**src/include/lsq_settings.svh**
```systemverilog
`ifndef LSQ_SETTINGS_SVH
`define LSQ_SETTINGS_SVH

// entries in the load queue, and slots in the store queue
`define LSQ_DEPTH 8

// loads accepted per cycle
`define LSQ_WAYS 2

// reorder buffer and physical register file
`define LSQ_ROB_SIZE 32
`define LSQ_PRF_SIZE 64

// byte address, block in the upper bits and offset in 2..0
`define LSQ_ADDR_W 16

`endif
```
**src/hw/lsq_pkg.sv**
```systemverilog
`default_nettype none

`include "lsq_settings.svh"

package lsq_pkg;

    typedef logic [$clog2(`LSQ_DEPTH)-1:0] lq_idx_t;
    typedef logic [$clog2(`LSQ_DEPTH)-1:0] sq_ptr_t;
    typedef logic [`LSQ_DEPTH-1:0] lq_mask_t;

    // holds 0 up to the full depth
    typedef logic [$clog2(`LSQ_DEPTH):0] lq_count_t;

    // life of one load queue entry
    typedef enum logic [2:0] {
        ENTRY_FREE      = 3'd0,
        ENTRY_WAIT_ADDR = 3'd1,
        ENTRY_READY     = 3'd2,
        ENTRY_MISS      = 3'd3,
        ENTRY_DONE      = 3'd4
    } lq_state_t;

endpackage

`default_nettype wire

```
**src/hw/core_pkg.sv**
```systemverilog
`default_nettype none

`include "lsq_settings.svh"

package core_pkg;

    // data word as carried on the CDB
    typedef logic [31:0] word_t;

    // bits 15..3 select the block, bits 2..0 the byte
    typedef logic [`LSQ_ADDR_W-1:0] mem_addr_t;

    typedef logic [$clog2(`LSQ_ROB_SIZE)-1:0] rob_idx_t;
    typedef logic [$clog2(`LSQ_PRF_SIZE)-1:0] prf_idx_t;

    typedef enum logic [1:0] {
        SIZE_BYTE = 2'd0,
        SIZE_HALF = 2'd1,
        SIZE_WORD = 2'd2
    } mem_size_t;

endpackage

`default_nettype wire

```
**src/hw/lq_entries.sv**
```systemverilog
`default_nettype none
`timescale 1ns/1ps

`include "lsq_settings.svh"

module lq_entries
    import core_pkg::*, lsq_pkg::*;
(
    input  logic                  clock,
    input  logic                  arst_n,
    input  logic                  except,
    input  lq_mask_t              alloc_we,
    input  logic [`LSQ_DEPTH-1:0] alloc_way,
    // load issue
    input  logic [`LSQ_WAYS-1:0]  ld_en,
    input  mem_size_t             ld_size [`LSQ_WAYS],
    input  rob_idx_t              ld_rob_idx [`LSQ_WAYS],
    input  prf_idx_t              ld_prf_idx [`LSQ_WAYS],
    input  sq_ptr_t               ld_sq_tail [`LSQ_WAYS],
    // ALU address broadcast
    input  logic [`LSQ_WAYS-1:0]  alu_valid,
    input  logic [`LSQ_WAYS-1:0]  alu_is_ls,
    input  rob_idx_t              alu_rob_idx [`LSQ_WAYS],
    input  mem_addr_t             alu_addr [`LSQ_WAYS],
    // completion sources
    input  lq_mask_t              fwd_done,
    input  word_t                 fwd_data [`LSQ_DEPTH],
    input  lq_mask_t              rd_gnt,
    input  logic                  dc_hit,
    input  word_t                 dc_data,
    input  logic                  mem_fill,
    input  lq_idx_t               mem_fill_idx,
    input  word_t                 mem_data,
    input  lq_mask_t              cdb_gnt,
    output lq_state_t             entry_state [`LSQ_DEPTH],
    output mem_addr_t             entry_addr [`LSQ_DEPTH],
    output mem_size_t             entry_size [`LSQ_DEPTH],
    output sq_ptr_t               entry_sq_tail [`LSQ_DEPTH],
    output word_t                 entry_data [`LSQ_DEPTH],
    output rob_idx_t              entry_rob_idx [`LSQ_DEPTH],
    output prf_idx_t              entry_prf_idx [`LSQ_DEPTH],
    output lq_mask_t              entry_free,
    output lq_count_t             lq_num_free
);

    lq_state_t state_next [`LSQ_DEPTH];
    lq_mask_t  addr_hit;
    mem_addr_t addr_val [`LSQ_DEPTH];
    lq_mask_t  data_we;
    word_t     data_val [`LSQ_DEPTH];
    lq_count_t free_cnt;

    always_comb begin
        for (int i = 0; i < `LSQ_DEPTH; i++) begin
            // ALU broadcast on any way, matched by ROB index
            addr_hit[i] = 1'b0;
            addr_val[i] = alu_addr[0];
            for (int w = 0; w < `LSQ_WAYS; w++) begin
                if (alu_valid[w] && alu_is_ls[w] && entry_state[i] == ENTRY_WAIT_ADDR
                        && alu_rob_idx[w] == entry_rob_idx[i]) begin
                    addr_hit[i] = 1'b1;
                    addr_val[i] = alu_addr[w];
                end
            end

            state_next[i] = entry_state[i];
            data_we[i]    = 1'b0;
            data_val[i]   = fwd_data[i];
            case (entry_state[i])
                ENTRY_FREE: begin
                    if (alloc_we[i]) begin
                        state_next[i] = ENTRY_WAIT_ADDR;
                    end
                end
                ENTRY_WAIT_ADDR: begin
                    if (addr_hit[i]) begin
                        state_next[i] = ENTRY_READY;
                    end
                end
                ENTRY_READY: begin
                    if (fwd_done[i]) begin
                        state_next[i] = ENTRY_DONE;
                        data_we[i]    = 1'b1;
                    end else if (rd_gnt[i]) begin
                        state_next[i] = dc_hit ? ENTRY_DONE : ENTRY_MISS;
                        data_we[i]    = dc_hit;
                        data_val[i]   = dc_data;
                    end
                end
                ENTRY_MISS: begin
                    if (mem_fill && mem_fill_idx == lq_idx_t'(i)) begin
                        state_next[i] = ENTRY_DONE;
                        data_we[i]    = 1'b1;
                        data_val[i]   = mem_data;
                    end
                end
                ENTRY_DONE: begin
                    if (cdb_gnt[i]) begin
                        state_next[i] = ENTRY_FREE;
                    end
                end
                default: state_next[i] = ENTRY_FREE;
            endcase

            // flush drops everything in flight
            if (except) begin
                state_next[i] = ENTRY_FREE;
            end
        end
    end

    always_ff @(posedge clock or negedge arst_n) begin
        if (!arst_n) begin
            for (int i = 0; i < `LSQ_DEPTH; i++) begin
                entry_state[i] <= ENTRY_FREE;
            end
        end else begin
            for (int i = 0; i < `LSQ_DEPTH; i++) begin
                entry_state[i] <= state_next[i];
            end
        end
    end

    // payload follows the state machine
    always_ff @(posedge clock) begin
        for (int i = 0; i < `LSQ_DEPTH; i++) begin
            if (alloc_we[i]) begin
                entry_size[i]    <= ld_size[alloc_way[i]];
                entry_rob_idx[i] <= ld_rob_idx[alloc_way[i]];
                entry_prf_idx[i] <= ld_prf_idx[alloc_way[i]];
                entry_sq_tail[i] <= ld_sq_tail[alloc_way[i]];
            end
            if (addr_hit[i]) begin
                entry_addr[i] <= addr_val[i];
            end
            if (data_we[i]) begin
                entry_data[i] <= data_val[i];
            end
        end
    end

    always_comb begin
        free_cnt = '0;
        for (int i = 0; i < `LSQ_DEPTH; i++) begin
            entry_free[i] = entry_state[i] == ENTRY_FREE;
            free_cnt      = free_cnt + lq_count_t'(entry_free[i]);
        end
    end

    // below two free entries a dual issue could overflow, so report none
    always_ff @(posedge clock or negedge arst_n) begin
        if (!arst_n) begin
            lq_num_free <= lq_count_t'(`LSQ_DEPTH);
        end else begin
            lq_num_free <= (free_cnt < `LSQ_WAYS) ? '0 : free_cnt;
        end
    end

    a_fill_to_miss: assert property (@(posedge clock) disable iff (!arst_n)
        mem_fill |-> entry_state[mem_fill_idx] == ENTRY_MISS)
        else $error("lq_entries: mem_fill to an entry not waiting on memory");

    a_hit_with_gnt: assert property (@(posedge clock) disable iff (!arst_n)
        dc_hit |-> |rd_gnt)
        else $error("lq_entries: dc_hit without a cache read");

    // every enabled way lands in exactly one entry
    a_alloc_per_way: assert property (@(posedge clock) disable iff (!arst_n)
        $countones(alloc_we) == $countones(ld_en))
        else $error("lq_entries: allocation does not match enabled ways");

endmodule

`default_nettype wire

```
**config.mk**
```make
export PLATFORM = sky130hd
export DESIGN_NAME = lq_entries
export DESIGN_NICKNAME = d
export VERILOG_FILES = /design/src/hw/lsq_pkg.sv /design/src/hw/core_pkg.sv /design/src/hw/lq_entries.sv
export VERILOG_INCLUDE_DIRS = /design/src /design/src/include
export SDC_FILE = /design/constraint.sdc
export NUM_CORES = 1
export LEC_CHECK = 0
export BUFFER_PORTS_ARGS = -buffer_cell sky130_fd_sc_hd__buf_2
export CAP_MARGIN = 20
export CORE_AREA = 10 10 384 386
export CTS_CLUSTER_SIZE = 40
export DETAILED_ROUTE_END_ITERATION = 6
export DIE_AREA = 0 0 394 396
export HOLD_SLACK_MARGIN = 0.1
export PLACE_DENSITY = 0.43
export RECOVER_POWER = 100
export SLEW_MARGIN = 20
export SYNTH_ARGS = -nofsm -noshare
export SYNTH_HDL_FRONTEND = slang
export SYNTH_SLANG_ARGS = --single-unit
```
**constraint.sdc**
```tcl
create_clock -name clock -period 9.65 [get_ports clock]
set_input_delay 0.965 -clock clock [delete_from_list [all_inputs] [get_ports clock]]
set_output_delay 0.965 -clock clock [all_outputs]
set_load 0.02 [all_outputs]
```
---- Word-level counts from Yosys, hierarchy flattened ----
Cells that the tools add are included.
operators by class
  $add $sub $neg .......................... 7
  reduce and logical (&&, ||, !) cells .... 59
  bitwise logic cells ..................... 8
  magnitude comparators ................... 9
  equal/unequal tests ..................... 95
  muxes and demuxes ....................... 250
operator list
  cell                                                                  number
  32-bit two-way mux                                                    24
  32-bit one-hot mux with 2 select lines                                8
  3-bit two-way mux                                                     81
  6-bit two-way mux                                                     24
  16-bit two-way mux                                                    8
  5-bit two-way mux                                                     24
  3-bit one-hot mux with 5 select lines                                 8
  3-bit inequality test, second input constant                          32
  5-bit == test                                                         16
  3-bit by 2-bit == test with 1-bit output, second input constant       18
  2-bit two-way mux                                                     24
  1-bit logical AND                                                     42
  1-bit two-way mux                                                     40
  5-bit AND reduction                                                   8
  3-bit == test, second input constant                                  12
  4-bit inequality test, second input constant                          8
  3-bit by 1-bit == test with 1-bit output, second input constant       9
  3-bit logical NOT                                                     9
  4-bit by 1-bit adder with 4-bit output                                4
  2-bit >= comparator, second input constant                            8
  1-bit inverter with 2-bit output                                      8
  1-bit one-hot mux with 2 select lines                                 8
  3-bit by 1-bit adder with 4-bit output                                1
  4-bit by 2-bit < comparator with 1-bit output, second input constant  1
  3 further kinds                                                       3
storage, ports and cells
  logic and storage cells ................. 485
  register bits ........................... 540

---- Logic depth before layout (Yosys ltp) ----
  word-level depth ........................ 10
  depth in mapped cells ................... 10
  depth with buffers taken out ............ 10

---- Worst setup path after synthesis ----
OpenSTA, ideal clock, no wires.
  kind .................................... input to register
  start ................................... input port dc_hit
  end ..................................... register entry_data[100] (netlist bit), enable pin
  data arrival time ....................... 4.069 ns
  setup time .............................. 0.474 ns
  path slack .............................. 5.107 ns
  stages on the path ...................... 4
  cell sequence ........................... clkbuf_1 > clkbuf_1 > nand2_1 > a221oi_1
on the way
  longest elaborated chain between the ends .. 3
RTL lines
  what                                   RTL line           RTL
  start: declaration                     lq_entries.sv:29   input logic dc_hit,
  1-bit two-way mux                      lq_entries.sv:84   end else if (rd_gnt[i]) begin
  1-bit two-way mux                      lq_entries.sv:81   if (fwd_done[i]) begin
  1-bit one-hot mux with 2 select lines  lq_entries.sv:69   case (entry_state[i])
  via data_we[4]                         lq_entries.sv:49   lq_mask_t data_we;
  end signal: indexed assignment         lq_entries.sv:137  entry_data[i] <= data_val[i];
  end: declaration                       lq_entries.sv:39   output word_t entry_data [`LSQ_DEPTH],
The timed path passes the listed nets, and every way through them passes these cells.
A chain may end at the register's enable or synchronous reset.

==> reports/qor.txt <==
Status - finished with violations
Violated checks - max-capacitance violations, max-slew violations
Crit path DAT - 6740 ps
Max stage delay on crit path - 2220 ps
Worst-margin pin slew - 3530 ps
RD Place Congestion - 0.833
Min Tclk post-route - 6340 ps
Nets - 3,481
PwrDens - 194 mW/mm^2
Share of cells above drive strength 1 - 0.265
Die Span Y - 396 um
Number of remaining DRC errors - 0
Synthesized area per cell - 12.6 um^2
Most frequent cell after synthesis - edfxtp_1
Vias - 23,000
Biggest area consumer among synthesized cells - edfxtp_1
Syn Inst Count - 2,115
Post_cts resized - 0
Final WS setup - 3310 ps
Root Buffer - clkbuf_16
Period utilisation layout - 0.657
Maxcap violations - 35
Global-route wire length before repair - 214 mm
Top FF cell, synth - edfxtp_1
Gr usage total - 0.197
Synth warnings - 0
Final setup fails - 0
Final-report hold violation count - 0
Slowest cell on the critical path - clkbuf_1
Post-DRT Antenna Nets - 0
Register Area - 0.0161 mm^2
Number of synthesized register bits - 540
PortBufs - 993
Fraction of the yosys area taken by sequential cells - 0.603
Post-DP HPWL - 125 mm
Post-synth EDFFs - 512
Slew HR - -1.35
Pleak - 12.9 nW
Area contributors post-synth - edfxtp_1 58%, mux2_2 10%, a22oi_1 5.4%, nand2_1 5.4%, dfrtp_1 2.5%
Multi-input gate area - 0.00977 mm^2
Top-level I/O count - 996
Die area - 0.156 mm^2
Initial antenna violation count - 67
DRT Pass-1 Iters - 5
Worst skew pair latency - 670 ps
Clock slew at reported path FFs - 60 ps
Max Freq - 158 MHz
Die W - 394 um
H-tree levels - 3
CTS max path bufs - 3
Critical path cell sequence - clkbuf_1 -> or2_2 -> nor4_4 -> clkbuf_1 -> nor2_1 -> clkbuf_1 -> nand2_1 -> nand2_1
Placeable Area - 0.139 mm^2
Fraction of post-synthesis cell area in the top cell type by area - 0.577
Top delay family on crit path - buffers and inverters
Vias in the first global route - 23,400
DR WL/cell - 32.8 um
RSZ-0062 raised after global routing - false
Post-CTS Setup Inserts - 0
Starting DRT DRC Count - 1,838
Crit path top cell by count - clkbuf_1
# clock sinks - 540
Final WL - 163 mm
Hold_buf cts - 0
Layout area overhead - 31.7%
CP Capture Type - flop
Critical path buffer and inverter count - 3
Net Count, Synth - 2,570
Initial Util - 0.191
TNS Setup - 0 ps
Fill cells - 15,100
Worst EP required - 10,040 ps
List of most frequent post-synthesis cells - 512 x edfxtp_1, 381 x nand2_1, 243 x mux2_2, 192 x a22oi_1, 174 x clkbuf_1
Min-delay worst type - input port to flop
Clock skew - 22.3 ps
CTS Buf Count - 71
Synth Cell Area - 0.0267 mm^2
Vias/cell - 4.63
VDD IR max - 0.123 mV
Row count - 137
TritonCTS clock tree - yes
Ys async rst share - 0.0519
Synth cell types - 76
Critical Path Start Type - input port
Largest net degree at the start of global routing - 35
Setup WS pre-CTS - 5830 ps
Final Max Tran Viols - 890
CP max FO - 33
Overflow after GRT - 0
WS Path Type - input port to flop
## final timing paths
check / from / to / slack, ps / cells past startpoint
max: mem_fill_idx[2] / entry_data[178] / 3310 / 8
min: cdb_gnt[6] / entry_state[5] / 520 / 2
max reg2reg: entry_state[15] / entry_data[178] / 3470 / 7
min reg2reg: entry_state[14] / entry_state[14] / 600 / 2
max in group asynchronous: arst_n / entry_state[23] / 7610 / 1
min in group asynchronous: arst_n / entry_state[8] / 880 / 1
## flip-flops by register name, summed over array words and instances (netlist names)
signal         cells
entry_size        16
entry_sq_tail     24
entry_state       24
entry_data       256
lq_num_free        4
entry_prf_idx     48
entry_rob_idx     40
entry_addr       128
## cell type report
cell class / count / share of cell area
Antenna cell: 17 / 0.00121
Clock buffer: 88 / 0.0542
Clock inverter: 40 / 0.0121
Inverter: 18 / 0.00192
Multi-Input combinational cell: 1356 / 0.278
Sequential cell: 540 / 0.458
Tap cell: 1876 / 0.0668
Timing Repair Buffer: 1039 / 0.128
## cells by family after synthesis
logic type                 Yosys count  synth area share
DFF                                540             0.603
adders and majority gates            7           0.00441
AOI/OAI and AO/OA                  441             0.123
muxes                              260             0.111
xor gates and xnor gates            81            0.0266
and+or+nand+nor                    567            0.0987
buffers and inverters              219            0.0331
## per-stage QoR
step	hold slack (ps)	utilization	power [mW]	area (um^2)	std cells
finish	519	0.252	6.81	35100	4974
global route	485	0.252	7.07	35100	4969
CTS	400	0.259	6.94	36100	4957
detailed placement	557	0.243	4.18	33800	4829
global placement	568	0.242	4.17	33800	4828
floorplan	641	-	3.54	26700	2115
## metal layers
layer | vias up | global-route usage | wire, um
met2 | 1227 | 0.338 | 79000
met5 | - | 0 | 289
met1 | 11600 | 0.228 | 62700
met4 | 44 | 0.0599 | 5590
li1 | 9818 | - | -
met3 | 296 | 0.0735 | 15800
## power by group
group / switching [mW] / internal (mW) / leakage (nW) / total [mW]
registers: 0.114 / 2.74 / 5.08 / 2.86
clock network: 1.12 / 1.62 / 1.14 / 2.74
logic: 0.848 / 0.369 / 6.64 / 1.22
total: 2.09 / 4.73 / 12.9 / 6.81
## cell usage in the layout, fill, tap and decap left out, types with 5 or more instances in the layout
cell type  count
bufinv_16      8
mux2_2       239
or3_1          7
xor2_1        42
nor3_1        32
o31ai_1        6
diode_2       17
inv_1         18
clkbuf_1     614
o21ai_0       49
nand2b_1      12
a21oi_1        8
a22o_1        64
nor2b_1       10
a211oi_1       7
dfrtp_1       27
buf_2        427
a21o_1        66
clkinv_2      13
mux2_1        18
xnor2_1       39
nor2_4         5
nand4b_1       6
nor2_1        29
nand3_1       10
nand4_1       13
nand2_1      382
nor4_1        17
o41ai_1        5
edfxtp_1     512
a22oi_1      192
buf_4         12
clkbuf_16     74
clkinv_1      10
o21a_1         6
nor3b_1        7
Note: power is estimated with default switching activity, not from simulation.
