$ cat src/include/lsq_settings.svh
`ifndef LSQ_SETTINGS_SVH
`define LSQ_SETTINGS_SVH

// entries in the load queue, and slots in the store queue
`define LSQ_DEPTH 8

// loads accepted per cycle
`define LSQ_WAYS 2

// reorder buffer and physical register file
`define LSQ_ROB_SIZE 32
`define LSQ_PRF_SIZE 64

// byte address, block in the upper bits and offset in 2..0
`define LSQ_ADDR_W 16

`endif
$ cat src/hw/lsq_pkg.sv
`default_nettype none

`include "lsq_settings.svh"

package lsq_pkg;

    typedef logic [$clog2(`LSQ_DEPTH)-1:0] lq_idx_t;
    typedef logic [$clog2(`LSQ_DEPTH)-1:0] sq_ptr_t;
    typedef logic [`LSQ_DEPTH-1:0] lq_mask_t;

    // holds 0 up to the full depth
    typedef logic [$clog2(`LSQ_DEPTH):0] lq_count_t;

    // life of one load queue entry
    typedef enum logic [2:0] {
        ENTRY_FREE      = 3'd0,
        ENTRY_WAIT_ADDR = 3'd1,
        ENTRY_READY     = 3'd2,
        ENTRY_MISS      = 3'd3,
        ENTRY_DONE      = 3'd4
    } lq_state_t;

endpackage

`default_nettype wire

$ cat src/hw/lq_alloc.sv
`default_nettype none
`timescale 1ns/1ps

`include "lsq_settings.svh"

module lq_alloc
    import lsq_pkg::*;
(
    input  lq_mask_t                  entry_free,
    input  logic     [`LSQ_WAYS-1:0]  ld_en,
    output lq_mask_t                  alloc_we,
    output logic     [`LSQ_DEPTH-1:0] alloc_way
);

    lq_mask_t lo_pick;
    lq_mask_t hi_pick;
    lq_mask_t hi_avail;

    // isolate the lowest free entry for way 0
    assign lo_pick = entry_free & (~entry_free + lq_mask_t'(1));

    // way 1 may not share the entry taken by way 0
    assign hi_avail = entry_free & ~(ld_en[0] ? lo_pick : '0);

    // scan up, last hit is the highest free entry
    always_comb begin
        hi_pick = '0;
        for (int i = 0; i < `LSQ_DEPTH; i++) begin
            if (hi_avail[i]) begin
                hi_pick    = '0;
                hi_pick[i] = 1'b1;
            end
        end
    end

    assign alloc_we = (ld_en[0] ? lo_pick : '0) | (ld_en[1] ? hi_pick : '0);

    // set bit means the entry is filled from way 1
    assign alloc_way = ld_en[1] ? hi_pick : '0;

    // issue side must respect lq_num_free
    always_comb begin
        assert final ((!ld_en[0] || |entry_free) && (!ld_en[1] || |hi_avail))
            else $error("lq_alloc: enabled way found no free entry");
    end

endmodule

`default_nettype wire

$ cat config.mk
export PLATFORM = sky130hd
export DESIGN_NAME = lq_alloc
export DESIGN_NICKNAME = d
export VERILOG_FILES = /design/src/hw/lsq_pkg.sv /design/src/hw/lq_alloc.sv
export VERILOG_INCLUDE_DIRS = /design/src /design/src/include
export SDC_FILE = /design/constraint.sdc
export NUM_CORES = 1
export LEC_CHECK = 0
export ABC_CLOCK_PERIOD_IN_PS = 4800
export BUFFER_PORTS_ARGS = -buffer_cell sky130_fd_sc_hd__buf_2
export CORE_AREA = 5 5 42 44
export DETAILED_ROUTE_END_ITERATION = 10
export DIE_AREA = 0 0 47 49
export RECOVER_POWER = 25
export SYNTH_ARGS = -nofsm -noshare
export SYNTH_HDL_FRONTEND = slang
export SYNTH_SLANG_ARGS = --single-unit
$ cat constraint.sdc
create_clock -name vclk -period 4.8
set_input_delay 0.72 -clock vclk [all_inputs]
set_output_delay 0.72 -clock vclk [all_outputs]
set_load 0.02 [all_outputs]
### Word-level counts from Yosys, hierarchy flattened

Cells that the tools add are included.

| word-level totals | value |
|---|---|
| bits in registers | 0 |
| bits of input ports | 10 |
| output and inout bits | 16 |

| cells by class | value |
|---|---|
| add/subtract/negate cells | 1 |
| mux-type cells | 10 |
| bitwise gates (word level) | 5 |

Operators with widths:

| kind | count |
|---|---|
| $mux 8 | 9 |
| $and 8x8->8 | 2 |
| $not 8->8 | 2 |
| $add 8x1->8 const B | 1 |
| $or 8x8->8 | 1 |
| $mux 1 | 1 |

### Depth between registers and ports, before layout

Gate-level depths: netlist of run 1.

| depth | value |
|---|---|
| depth in word-level cells | 16 |
| depth in mapped cells | 4 |
| gate-level depth less buffers | 4 |

### Least setup slack after synthesis of run 1

No wires, ideal clock.

| path | value |
|---|---|
| kind | input to output |
| from | input port entry_free[1] |
| to | output port alloc_way[0] |
| arrival time | 2.149 ns |
| setup slack | 1.931 ns |
| stages | 4 |
| path through | or4b_1 > a21o_1 > a2111oi_2 > and3_1 |

| on the way | value |
|---|---|
| longest elaborated chain between the ends | 14 |

Ends and longest elaborated chain:

| element | line | source |
|---|---|---|
| start: declaration | lq_alloc.sv:9 | `input lq_mask_t entry_free,` |
| $not 8->8 | lq_alloc.sv:20 | `assign lo_pick = entry_free & (~entry_free + lq_mask_t'(1));` |
| $add 8x1->8 | lq_alloc.sv:20 |  |
| $and 8x8->8 | lq_alloc.sv:20 |  |
| $mux 8 | lq_alloc.sv:23 | `assign hi_avail = entry_free & ~(ld_en[0] ? lo_pick : '0);` |
| $not 8->8 | lq_alloc.sv:23 |  |
| $and 8x8->8 * | lq_alloc.sv:23 |  |
| $mux 8 (6 in a row) | lq_alloc.sv:29 | `if (hi_avail[i]) begin` |
| $mux 8 * | lq_alloc.sv:29 |  |
| $mux 8 * | lq_alloc.sv:39 | `assign alloc_way = ld_en[1] ? hi_pick : '0;` |
| end: declaration | lq_alloc.sv:12 | `` output logic [`LSQ_DEPTH-1:0] alloc_way `` |

Every way passes the cells marked *; elsewhere a longest branch is shown, timed or not.

### Worst setup path in the final report of run 1

| path | value |
|---|---|
| from | input port entry_free[1] |
| to | output port alloc_way[1] |

The elaborated chain is that of the path after synthesis.

==> results by group, run 1 <==
Floorplanning
  – Die span in y: approximately 49 um
  – Die Area: 2300 um2
  – IO Pins: 26
  – Die outline width: about 47 um
  – Core ar.: ~1400 um2
  – Num rows: 14
  – Initial core utilization: 0.204

Drt
  – Initial DRC Count: 5
  – Total Wirelength: approximately 930 um
  – Routed length per instance: 10.7 um
  – Vias post-DR: 429
  – Drt via density: 4.93
  – Antenna viol nets, final: 0
  – Post-detailed-route DRC marker count: 0
  – Number of detailed-routing iterations run before antenna repair: 2

Synthesis
  – Combinational family with the most area after synthesis: simple AND/OR/NAND/NOR gates
  – Number of instances in the synthesized netlist: 45
  – Synth Area in XOR/XNOR: 0
  – Mapped Avg Cell Area: 6.34 um2
  – Compound-cell area share of the yosys netlist: 0.399
  – Sequential area share after synthesis: 0
  – Cell types with the highest counts after synthesis: sky130_fd_sc_hd__nor2_1 (7), sky130_fd_sc_hd__nand2_1 (5), sky130_fd_sc_hd__o21a_1 (5), sky130_fd_sc_hd__nor3_1 (4)
  – Number of distinct library cell variants in the gate-level netlist after synthesis: 21
  – Simple logic cell fraction of the synthesized area: 0.588
  – Yosys top cell area share: 0.132
  – Post-synthesis mux area share: 0
  – Mapped cell area: 285 um2
  – Warnings from Yosys: 0
  – Synth area leader: sky130_fd_sc_hd__o21a_1
  – Dominant cell by count in the synthesized netlist: sky130_fd_sc_hd__nor2_1
  – Net count after synthesis: 55
  – Adder-cell share of the synthesized area: 0
  – Cells taking the most area after synthesis: sky130_fd_sc_hd__o21a_1 (13%), sky130_fd_sc_hd__nor2_1 (9.2%), sky130_fd_sc_hd__and3b_1 (9.2%)

STA
  – Endpoints failing hold: 0
  – Setup repair after global routing missed its margin: no
  – Slew @ Worst Pin: 0.989 ns
  – Fmax: slightly below 300 MHz
  – Final setup fails: 0
  – Final period demand of the worst path: 3.47 ns
  – Count of pins over their slew limit: 0
  – Fraction of the cycle the final worst path needs: 0.723
  – Post-Route Hold Slack: 1.81 ns
  – Max transition margin: 0.331
  – Total negative slack: 0 ns

Layout
  – FFs & Latches: 0
  – Filler Cell Count: approximately 180
  – Inserted Diodes: 0
  – Utilization after layout: 0.304
  – Final layout net count: 83
  – Area taken by flip-flops and latches: 0 um2
  – Final std cell area, no fill: 425 um2
  – Proportion of layout cells with a drive suffix above 1: 0.352
  – Layout clock buffer count: 0
  – Area overhead of the layout relative to synthesis: 49.1%

Worst setup path
  – Class of the most critical setup path: primary input to primary output
  – Endpoint class of the critical path: primary output
  – Required time of the critical path: 4.08 ns
  – Critical path data arrival time: 2.75 ns
  – Kind of start point of the critical path: primary input
  – CP Max Fanout: 6

Worst hold path
  – Instance count along the most critical hold path: 3
  – Worst min-delay path class: primary input to primary output
  – Worst hold start: ld_en[0]
  – Sink of the worst hold path: alloc_we[0]

Clock network
  – Post-CTS Hold Buffers: 0
  – Cells resized by post-CTS repair: 0
  – Number of setup buffers added after CTS: 0

Place
  – Instance area after placement: ~440 um2
  – Post-detailed-placement half-perimeter wirelength: between 800 and 900 um
  – Count of port buffers added during placement: 26
  – RD Place Congestion: around 0.63

Global route
  – Wire length of the first global-routing pass: 1.41 mm
  – Antenna violations before repair: 0
  – Pin count of the biggest net entering global routing: 8
  – Via count of the first global-routing pass: 370
  – GRT overflow: 0
  – Total track usage: 0.0737

Pwr
  – Reported leakage power: around 0.21 nW
  – Total power per unit cell area: between 60 and 70 nW/um2
  – VDD IR-drop max: 0.0000233 V

Run
  – Max-cap violation count: 0

Outcome
  – Run status: completed
[power breakdown]
part	internal [W]	switching, W
Sequential	0	0
Clock	0	0
Combinational	0.0000106	0.0000177
[placed cells by master, fill, tap and decap left out, types with 2 or more instances in the layout]
master and n:
sky130_fd_sc_hd__nand2_1 5, sky130_fd_sc_hd__nor2b_1 3, sky130_fd_sc_hd__and3_1 2, sky130_fd_sc_hd__a21oi_1 2, sky130_fd_sc_hd__buf_2 23, sky130_fd_sc_hd__o21ai_1 2
sky130_fd_sc_hd__clkbuf_1 3, sky130_fd_sc_hd__and3b_1 3, sky130_fd_sc_hd__o21a_1 5, sky130_fd_sc_hd__nor3_1 4, sky130_fd_sc_hd__nor2_1 7
[cell families after synthesis]
family	count (synthesis)
buffers and inverters	1
and+or+nand+nor	29
AOI/OAI and AO/OA	15
[worst max-delay path by stage]
stage / from / to / slack, ns / depth (start not counted)
floorplan: entry_free[1] / alloc_way[0] / 1.93 / 4
global placement: entry_free[1] / alloc_way[0] / 1.73 / 6
detailed placement: entry_free[1] / alloc_way[0] / 1.69 / 6
CTS: entry_free[1] / alloc_way[0] / 1.69 / 6
global route: entry_free[1] / alloc_way[1] / 1.06 / 6
finish: entry_free[1] / alloc_way[1] / 1.33 / 6
[metrics by stage]
stage / total power, W / worst slack, ns / cells
CTS: 0.0000292 / 1.69 / 87
finish: 0.0000284 / 1.33 / 87
detailed placement: 0.0000291 / 1.69 / 87
floorplan: 0.0000154 / 1.93 / 45
global route: 0.0000311 / 1.06 / 87
global placement: 0.0000286 / 1.73 / 87
[final cells by class]
type | instances | area (um2) | area share
Multi-Input combinational cell | 44 | 275 | 0.647
Timing Repair Buffer | 26 | 126 | 0.297
Tap cell | 16 | 20.0 | 0.0471
Inverter | 1 | 3.75 | 0.00882
[routing by layer]
layer | GRT usage | wire length (um)
met1 | 0.0848 | 393
met2 | 0.145 | 454
met3 | 0.00738 | 79
met4 | 0 | 0
met5 | 0 | 0
[critical path, stage by stage]
cell	delay (ns)
sky130_fd_sc_hd__buf_2	0.13
sky130_fd_sc_hd__nor4b_1	0.86
sky130_fd_sc_hd__o21ai_1	0.28
sky130_fd_sc_hd__a211oi_1	0.38
sky130_fd_sc_hd__and3b_1	0.21
sky130_fd_sc_hd__buf_2	0.16
No activity file was read; power rests on OpenSTA's default activity.
==> run 2: changes to the inputs <==
Settings changed: ABC_CLOCK_PERIOD_IN_PS 4800 to 3400.
Clock period 4.8 ns to 3.4 ns, I/O delays scaled along.
==> results by group, run 2 (synthesis gave the netlist of run 1 again) <==
Worst setup path
  – CP Max Fanout: 6 (unchanged)
  – Required time of the critical path: 2.89 ns (was 4.08 ns)
  – Critical path data arrival time: 2.16 ns (was 2.75 ns)
  – Endpoint class of the critical path: primary output (unchanged)
  – Kind of start point of the critical path: primary input (unchanged)
  – Class of the most critical setup path: primary input to primary output (unchanged)

Outcome
  – Run status: completed (unchanged)

Global route
  – Antenna violations before repair: 0 (unchanged)
  – GRT overflow: 0 (unchanged)
  – Wire length of the first global-routing pass: 1.41 mm (unchanged)
  – Via count of the first global-routing pass: 370 (unchanged)
  – Total track usage: 0.0737 (unchanged)
  – Pin count of the biggest net entering global routing: 8 (unchanged)

STA
  – Fmax: 374 MHz
  – Max transition margin: 0.627 (was 0.331)
  – Final setup fails: 0 (unchanged)
  – Total negative slack: 0 ns (unchanged)
  – Final WS setup: 0.725 ns (was 1.33 ns)
  – Final period demand of the worst path: 2.67 ns
  – Count of pins over their slew limit: 0 (unchanged)
  – Endpoints failing hold: 0 (unchanged)
  – Slew @ Worst Pin: 0.558 ns (was 0.989 ns)
  – Fraction of the cycle the final worst path needs: 0.787
  – Setup repair after global routing missed its margin: no (unchanged)

Floorplanning
  – Num rows: 14 (unchanged)
  – IO Pins: 26 (unchanged)
  – Die span in y: 49 um (unchanged)
  – Die Area: 2300 um2 (unchanged)
  – Core ar.: 1400 um2 (unchanged)
  – Initial core utilization: 0.204 (unchanged)
  – Die outline width: 47 um (unchanged)

Drt
  – Vias post-DR: 424 (was 429)
  – Initial DRC Count: 5 (unchanged)
  – Drt via density: 4.87 (was 4.93)
  – Total Wirelength: 921 um (was 928 um)
  – Number of detailed-routing iterations run before antenna repair: 2 (unchanged)
  – Antenna viol nets, final: 0 (unchanged)
  – Post-detailed-route DRC marker count: 0 (unchanged)
  – Routed length per instance: 10.6 um (was 10.7 um)

Place
  – Post-detailed-placement half-perimeter wirelength: 823 um (unchanged)
  – Place WS: 0.713 ns (was 1.69 ns)
  – Count of port buffers added during placement: 26 (unchanged)
  – RD Place Congestion: 0.632 (about the same)
  – Cell Count Post-Placement: 87 (unchanged)

Layout
  – Final Instance Count excl. Fillers: 87 (unchanged)
  – Commonest non-fill, non-tap cell in the layout: sky130_fd_sc_hd__buf_2 (unchanged)
  – Final layout net count: 83 (unchanged)
  – Proportion of layout cells with a drive suffix above 1: 0.366 (was 0.352)
  – Layout clock buffer count: 0 (unchanged)
  – Leading cell types in the layout, fill and taps excluded: sky130_fd_sc_hd__buf_2 (23), sky130_fd_sc_hd__nor2_1 (7), sky130_fd_sc_hd__nand2_1 (5), sky130_fd_sc_hd__o21a_1 (5), sky130_fd_sc_hd__nor3_1 (4) (unchanged)
  – Area taken by flip-flops and latches: 0 um2 (unchanged)
  – Area overhead of the layout relative to synthesis: 51.3% (was 49.1%)
  – Utilization after layout: 0.308 (was 0.304)
  – FFs & Latches: 0 (unchanged)
  – Inserted Diodes: 0 (unchanged)

Pwr
  – Combinational fraction of design power: 1.000 (about the same)
  – Sequential share of power: 0 (about the same)
  – Internal power consumption: 0.0000152 W (was 0.0000106 W)
  – Total power per unit cell area: 93.8 nW/um2 (was 66.7 nW/um2)
  – Total Power Consumption: 0.0000405 W (was 0.0000284 W)
  – Net switching power figure: 0.0000253 W (was 0.0000177 W)
  – Fraction of power consumed by the clock network: 0 (about the same)
  – Net switching share of the total power: 0.624 (was 0.625)
  – VDD IR-drop max: 0.0000342 V (was 0.0000233 V)
  – Reported leakage power: 0.215 nW (was 0.214 nW)

Clock network
  – Cells resized by post-CTS repair: 0 (unchanged)
  – Number of setup buffers added after CTS: 0 (unchanged)
  – Post-CTS Hold Buffers: 0 (unchanged)

Worst hold path
  – Instance count along the most critical hold path: 3 (unchanged)
  – Worst min-delay path class: primary input to primary output (unchanged)

Run
  – Max-cap violation count: 0 (unchanged)
==> run 2: changes by cell type in the layout (fill, tap and decap cells not counted) <==
cell and change:
sky130_fd_sc_hd__nor4b_1 -1, sky130_fd_sc_hd__nor4b_2 +1
==> run 2: through the flow <==
stage / hold slack, ns / instance area [um2]
after floorplan: 1.14 / 285
after global placement: 1.39 / 435
after detailed placement: 1.38 / 435
after CTS: 1.38 / 435
after global routing: 1.40 / 432
final: 1.38 / 432
==> run 2: power groups by stage <==
stage | clock network (W) | logic, W | registers [W]
6_report | 0 | 0.0000405 | 0
4_1_cts | 0 | 0.0000412 | 0
3_3_place_gp | 0 | 0.0000404 | 0
5_1_grt | 0 | 0.0000445 | 0
3_5_place_dp | 0 | 0.0000411 | 0
2_1_floorplan | 0 | 0.0000218 | 0
==> run 2: worst max-delay path, cell delays in order <==
cell                        delay [ns]
sky130_fd_sc_hd__buf_2            0.13
sky130_fd_sc_hd__or4b_1           0.55
sky130_fd_sc_hd__a21o_1           0.23
sky130_fd_sc_hd__a2111oi_2        0.39
sky130_fd_sc_hd__and3_1           0.19
sky130_fd_sc_hd__buf_2            0.16
==> run 2: final timing paths <==
check,startpoint,end,slack [ns]
max,entry_free[1],alloc_way[0],0.73
min,ld_en[0],alloc_we[0],1.38
==> run 2: cell type report <==
type	count	area, um2
multi-input combinational	44	282
timing repair buffer	26	126
tap	16	20.0
inverter	1	3.75
fill	175	970
==> run 2: layer usage <==
| layer | vias to the layer above | share of wire | track usage |
|---|---|---|---|
| li1 | 226 | - | - |
| met1 | 183 | 0.42 | 0.0848 |
| met2 | 15 | 0.49 | 0.145 |
| met3 | 0 | 0.086 | 0.00738 |
| met4 | 0 | 0 | 0 |
| met5 | - | 0 | 0 |
==> run 3: changes to the inputs <==
Settings changed: ABC_CLOCK_PERIOD_IN_PS 3400 to 2700.
Clock period 3.4 ns to 2.7 ns, I/O delays scaled along.
==> results by group, run 3 (synthesis gave the netlist of run 1 again) <==
Layout
  – Final Instance Count excl. Fillers: 87 (unchanged)
  – Filler Cell Count: 174 (was 175)
  – FFs & Latches: 0 (unchanged)
  – Leading cell types in the layout, fill and taps excluded: sky130_fd_sc_hd__buf_2 (23), sky130_fd_sc_hd__nor2_1 (7), sky130_fd_sc_hd__nand2_1 (5), sky130_fd_sc_hd__o21a_1 (5), sky130_fd_sc_hd__nor3_1 (4) (unchanged)
  – Area taken by flip-flops and latches: 0 um2 (unchanged)
  – Inserted Diodes: 0 (unchanged)
  – Commonest non-fill, non-tap cell in the layout: sky130_fd_sc_hd__buf_2 (unchanged)
  – Area overhead of the layout relative to synthesis: 51.3% (unchanged)
  – Utilization after layout: 0.308 (unchanged)
  – Layout clock buffer count: 0 (unchanged)
  – Proportion of layout cells with a drive suffix above 1: 0.366 (unchanged)
  – Final layout net count: 83 (unchanged)

STA
  – Final setup fails: 0 (unchanged)
  – Slew @ Worst Pin: 0.559 ns (was 0.558 ns)
  – Count of pins over their slew limit: 0 (unchanged)
  – Total negative slack: 0 ns (unchanged)
  – Fraction of the cycle the final worst path needs: 0.922
  – Max transition margin: 0.626 (was 0.627)
  – Endpoints failing hold: 0 (unchanged)
  – Fmax: ~400 MHz
  – Post-Route Hold Slack: 1.18 ns (was 1.38 ns)
  – Setup repair after global routing missed its margin: no (unchanged)
  – Final period demand of the worst path: 2.49 ns

Pwr
  – Internal power consumption: 0.0000192 W (was 0.0000152 W)
  – Total power per unit cell area: 118 nW/um2 (was 93.8 nW/um2)
  – Net switching power figure: 0.0000318 W (was 0.0000253 W)
  – Fraction of power consumed by the clock network: 0 (about the same)
  – VDD IR-drop max: 0.0000429 V (was 0.0000342 V)
  – Reported leakage power: 0.215 nW (unchanged)
  – Net switching share of the total power: 0.624 (about the same)
  – Sequential share of power: 0 (about the same)
  – Total Power Consumption: 0.0000509 W (was 0.0000405 W)
  – Combinational fraction of design power: 1.000 (about the same)

Worst setup path
  – Endpoint class of the critical path: primary output (unchanged)
  – End of the critical path: alloc_way[0] (unchanged)
  – Kind of start point of the critical path: primary input (unchanged)
  – Crit path from: entry_free[1] (unchanged)
  – Required time of the critical path: 2.30 ns (was 2.89 ns)
  – Critical path data arrival time: 2.09 ns (was 2.16 ns)
  – Class of the most critical setup path: primary input to primary output (unchanged)
  – CP Max Fanout: 6 (unchanged)

Floorplanning
  – Die Area: 2300 um2 (unchanged)
  – Core ar.: 1400 um2 (unchanged)
  – Initial core utilization: 0.204 (unchanged)
  – Num rows: 14 (unchanged)
  – Die outline width: 47 um (unchanged)
  – IO Pins: 26 (unchanged)
  – Die span in y: 49 um (unchanged)

Drt
  – Post-detailed-route DRC marker count: 0 (unchanged)
  – Drt via density: 5.06 (was 4.87)
  – Vias post-DR: 440 (was 424)
  – Total Wirelength: 917 um (was 921 um)
  – Initial DRC Count: 6 (was 5)
  – Antenna viol nets, final: 0 (unchanged)
  – Routed length per instance: 10.5 um (was 10.6 um)
  – Number of detailed-routing iterations run before antenna repair: 4 (was 2)

Global route
  – Global route hottest layer: met2 (unchanged)
  – Via count of the first global-routing pass: 384 (was 370)
  – Antenna violations before repair: 0 (unchanged)
  – Total track usage: 0.0758 (was 0.0737)
  – Met1 Track Usage GR: 0.0957 (was 0.0848)
  – Global Route met2 Usage: 0.140 (was 0.145)
  – GRT overflow: 0 (unchanged)
  – Met3 Resource Use GR: 0.00738 (unchanged)
  – Wire length of the first global-routing pass: 1.47 mm (was 1.41 mm)
  – Pin count of the biggest net entering global routing: 8 (unchanged)

Worst hold path
  – Worst min-delay path class: primary input to primary output (unchanged)

Run
  – Max-cap violation count: 0 (unchanged)

Outcome
  – Run status: completed (unchanged)

Place
  – Cell Count Post-Placement: 87 (unchanged)
  – RD Place Congestion: 0.636 (was 0.632)
  – Count of port buffers added during placement: 26 (unchanged)
  – Post-detailed-placement half-perimeter wirelength: 825 um (was 823 um)

Clock network
  – Number of setup buffers added after CTS: 0 (unchanged)
  – Post-CTS Hold Buffers: 0 (unchanged)
  – Cells resized by post-CTS repair: 0 (unchanged)
==> run 3: cell counts in the layout (fill, tap and decap cells not counted) <==
Identical to the previous run, type by type.
==> run 3: worst min path at each step <==
| stage | startpoint | to | slack (ns) | depth (start not counted) |
|---|---|---|---|---|
| floorplan | entry_free[7] | alloc_way[7] | 0.93 | 2 |
| global placement | entry_free[3] | alloc_we[3] | 1.18 | 4 |
| detailed placement | ld_en[0] | alloc_we[0] | 1.17 | 3 |
| global route | ld_en[0] | alloc_we[0] | 1.19 | 3 |
| finish | ld_en[0] | alloc_we[0] | 1.18 | 3 |
| CTS | ld_en[0] | alloc_we[0] | 1.17 | 3 |
==> run 3: stage by stage <==
| stage | setup WS [ns] | cell area (um2) |
|---|---|---|
| after floorplan | 0.461 | 285 |
| after global placement | 0.255 | 435 |
| after detailed placement | 0.209 | 435 |
| after CTS | 0.195 | 435 |
| after global routing | 0.0235 | 432 |
| final | 0.209 | 432 |
==> run 3: cell type report <==
| class | instances | area [um2] | share of cell area |
|---|---|---|---|
| timing repair buffer | 26 | 126 | 0.293 |
| multi-input combinational | 44 | 282 | 0.652 |
| inverter | 1 | 3.75 | 0.00870 |
| tap | 16 | 20.0 | 0.0464 |
==> run 3: worst max-delay path: stages <==
cell and delay, ns:
sky130_fd_sc_hd__buf_2 0.14, sky130_fd_sc_hd__nor4b_2 0.55, sky130_fd_sc_hd__o21ai_1 0.25, sky130_fd_sc_hd__a2111oi_2 0.38, sky130_fd_sc_hd__and3_1 0.20, sky130_fd_sc_hd__buf_2 0.16
==> run 3: power groups by stage <==
stage	Clock, W	Combinational (W)	Sequential [W]
floorplan	0	0.0000275	0
global placement	0	0.0000509	0
detailed placement	0	0.0000518	0
CTS	0	0.0000519	0
global route	0	0.0000563	0
finish	0	0.0000509	0
==> run 3: per-layer routing <==
layer,vias up,wire length (um)
met1,198,368
met2,17,452
met5,-,0
met3,0,96
li1,225,-
met4,0,0
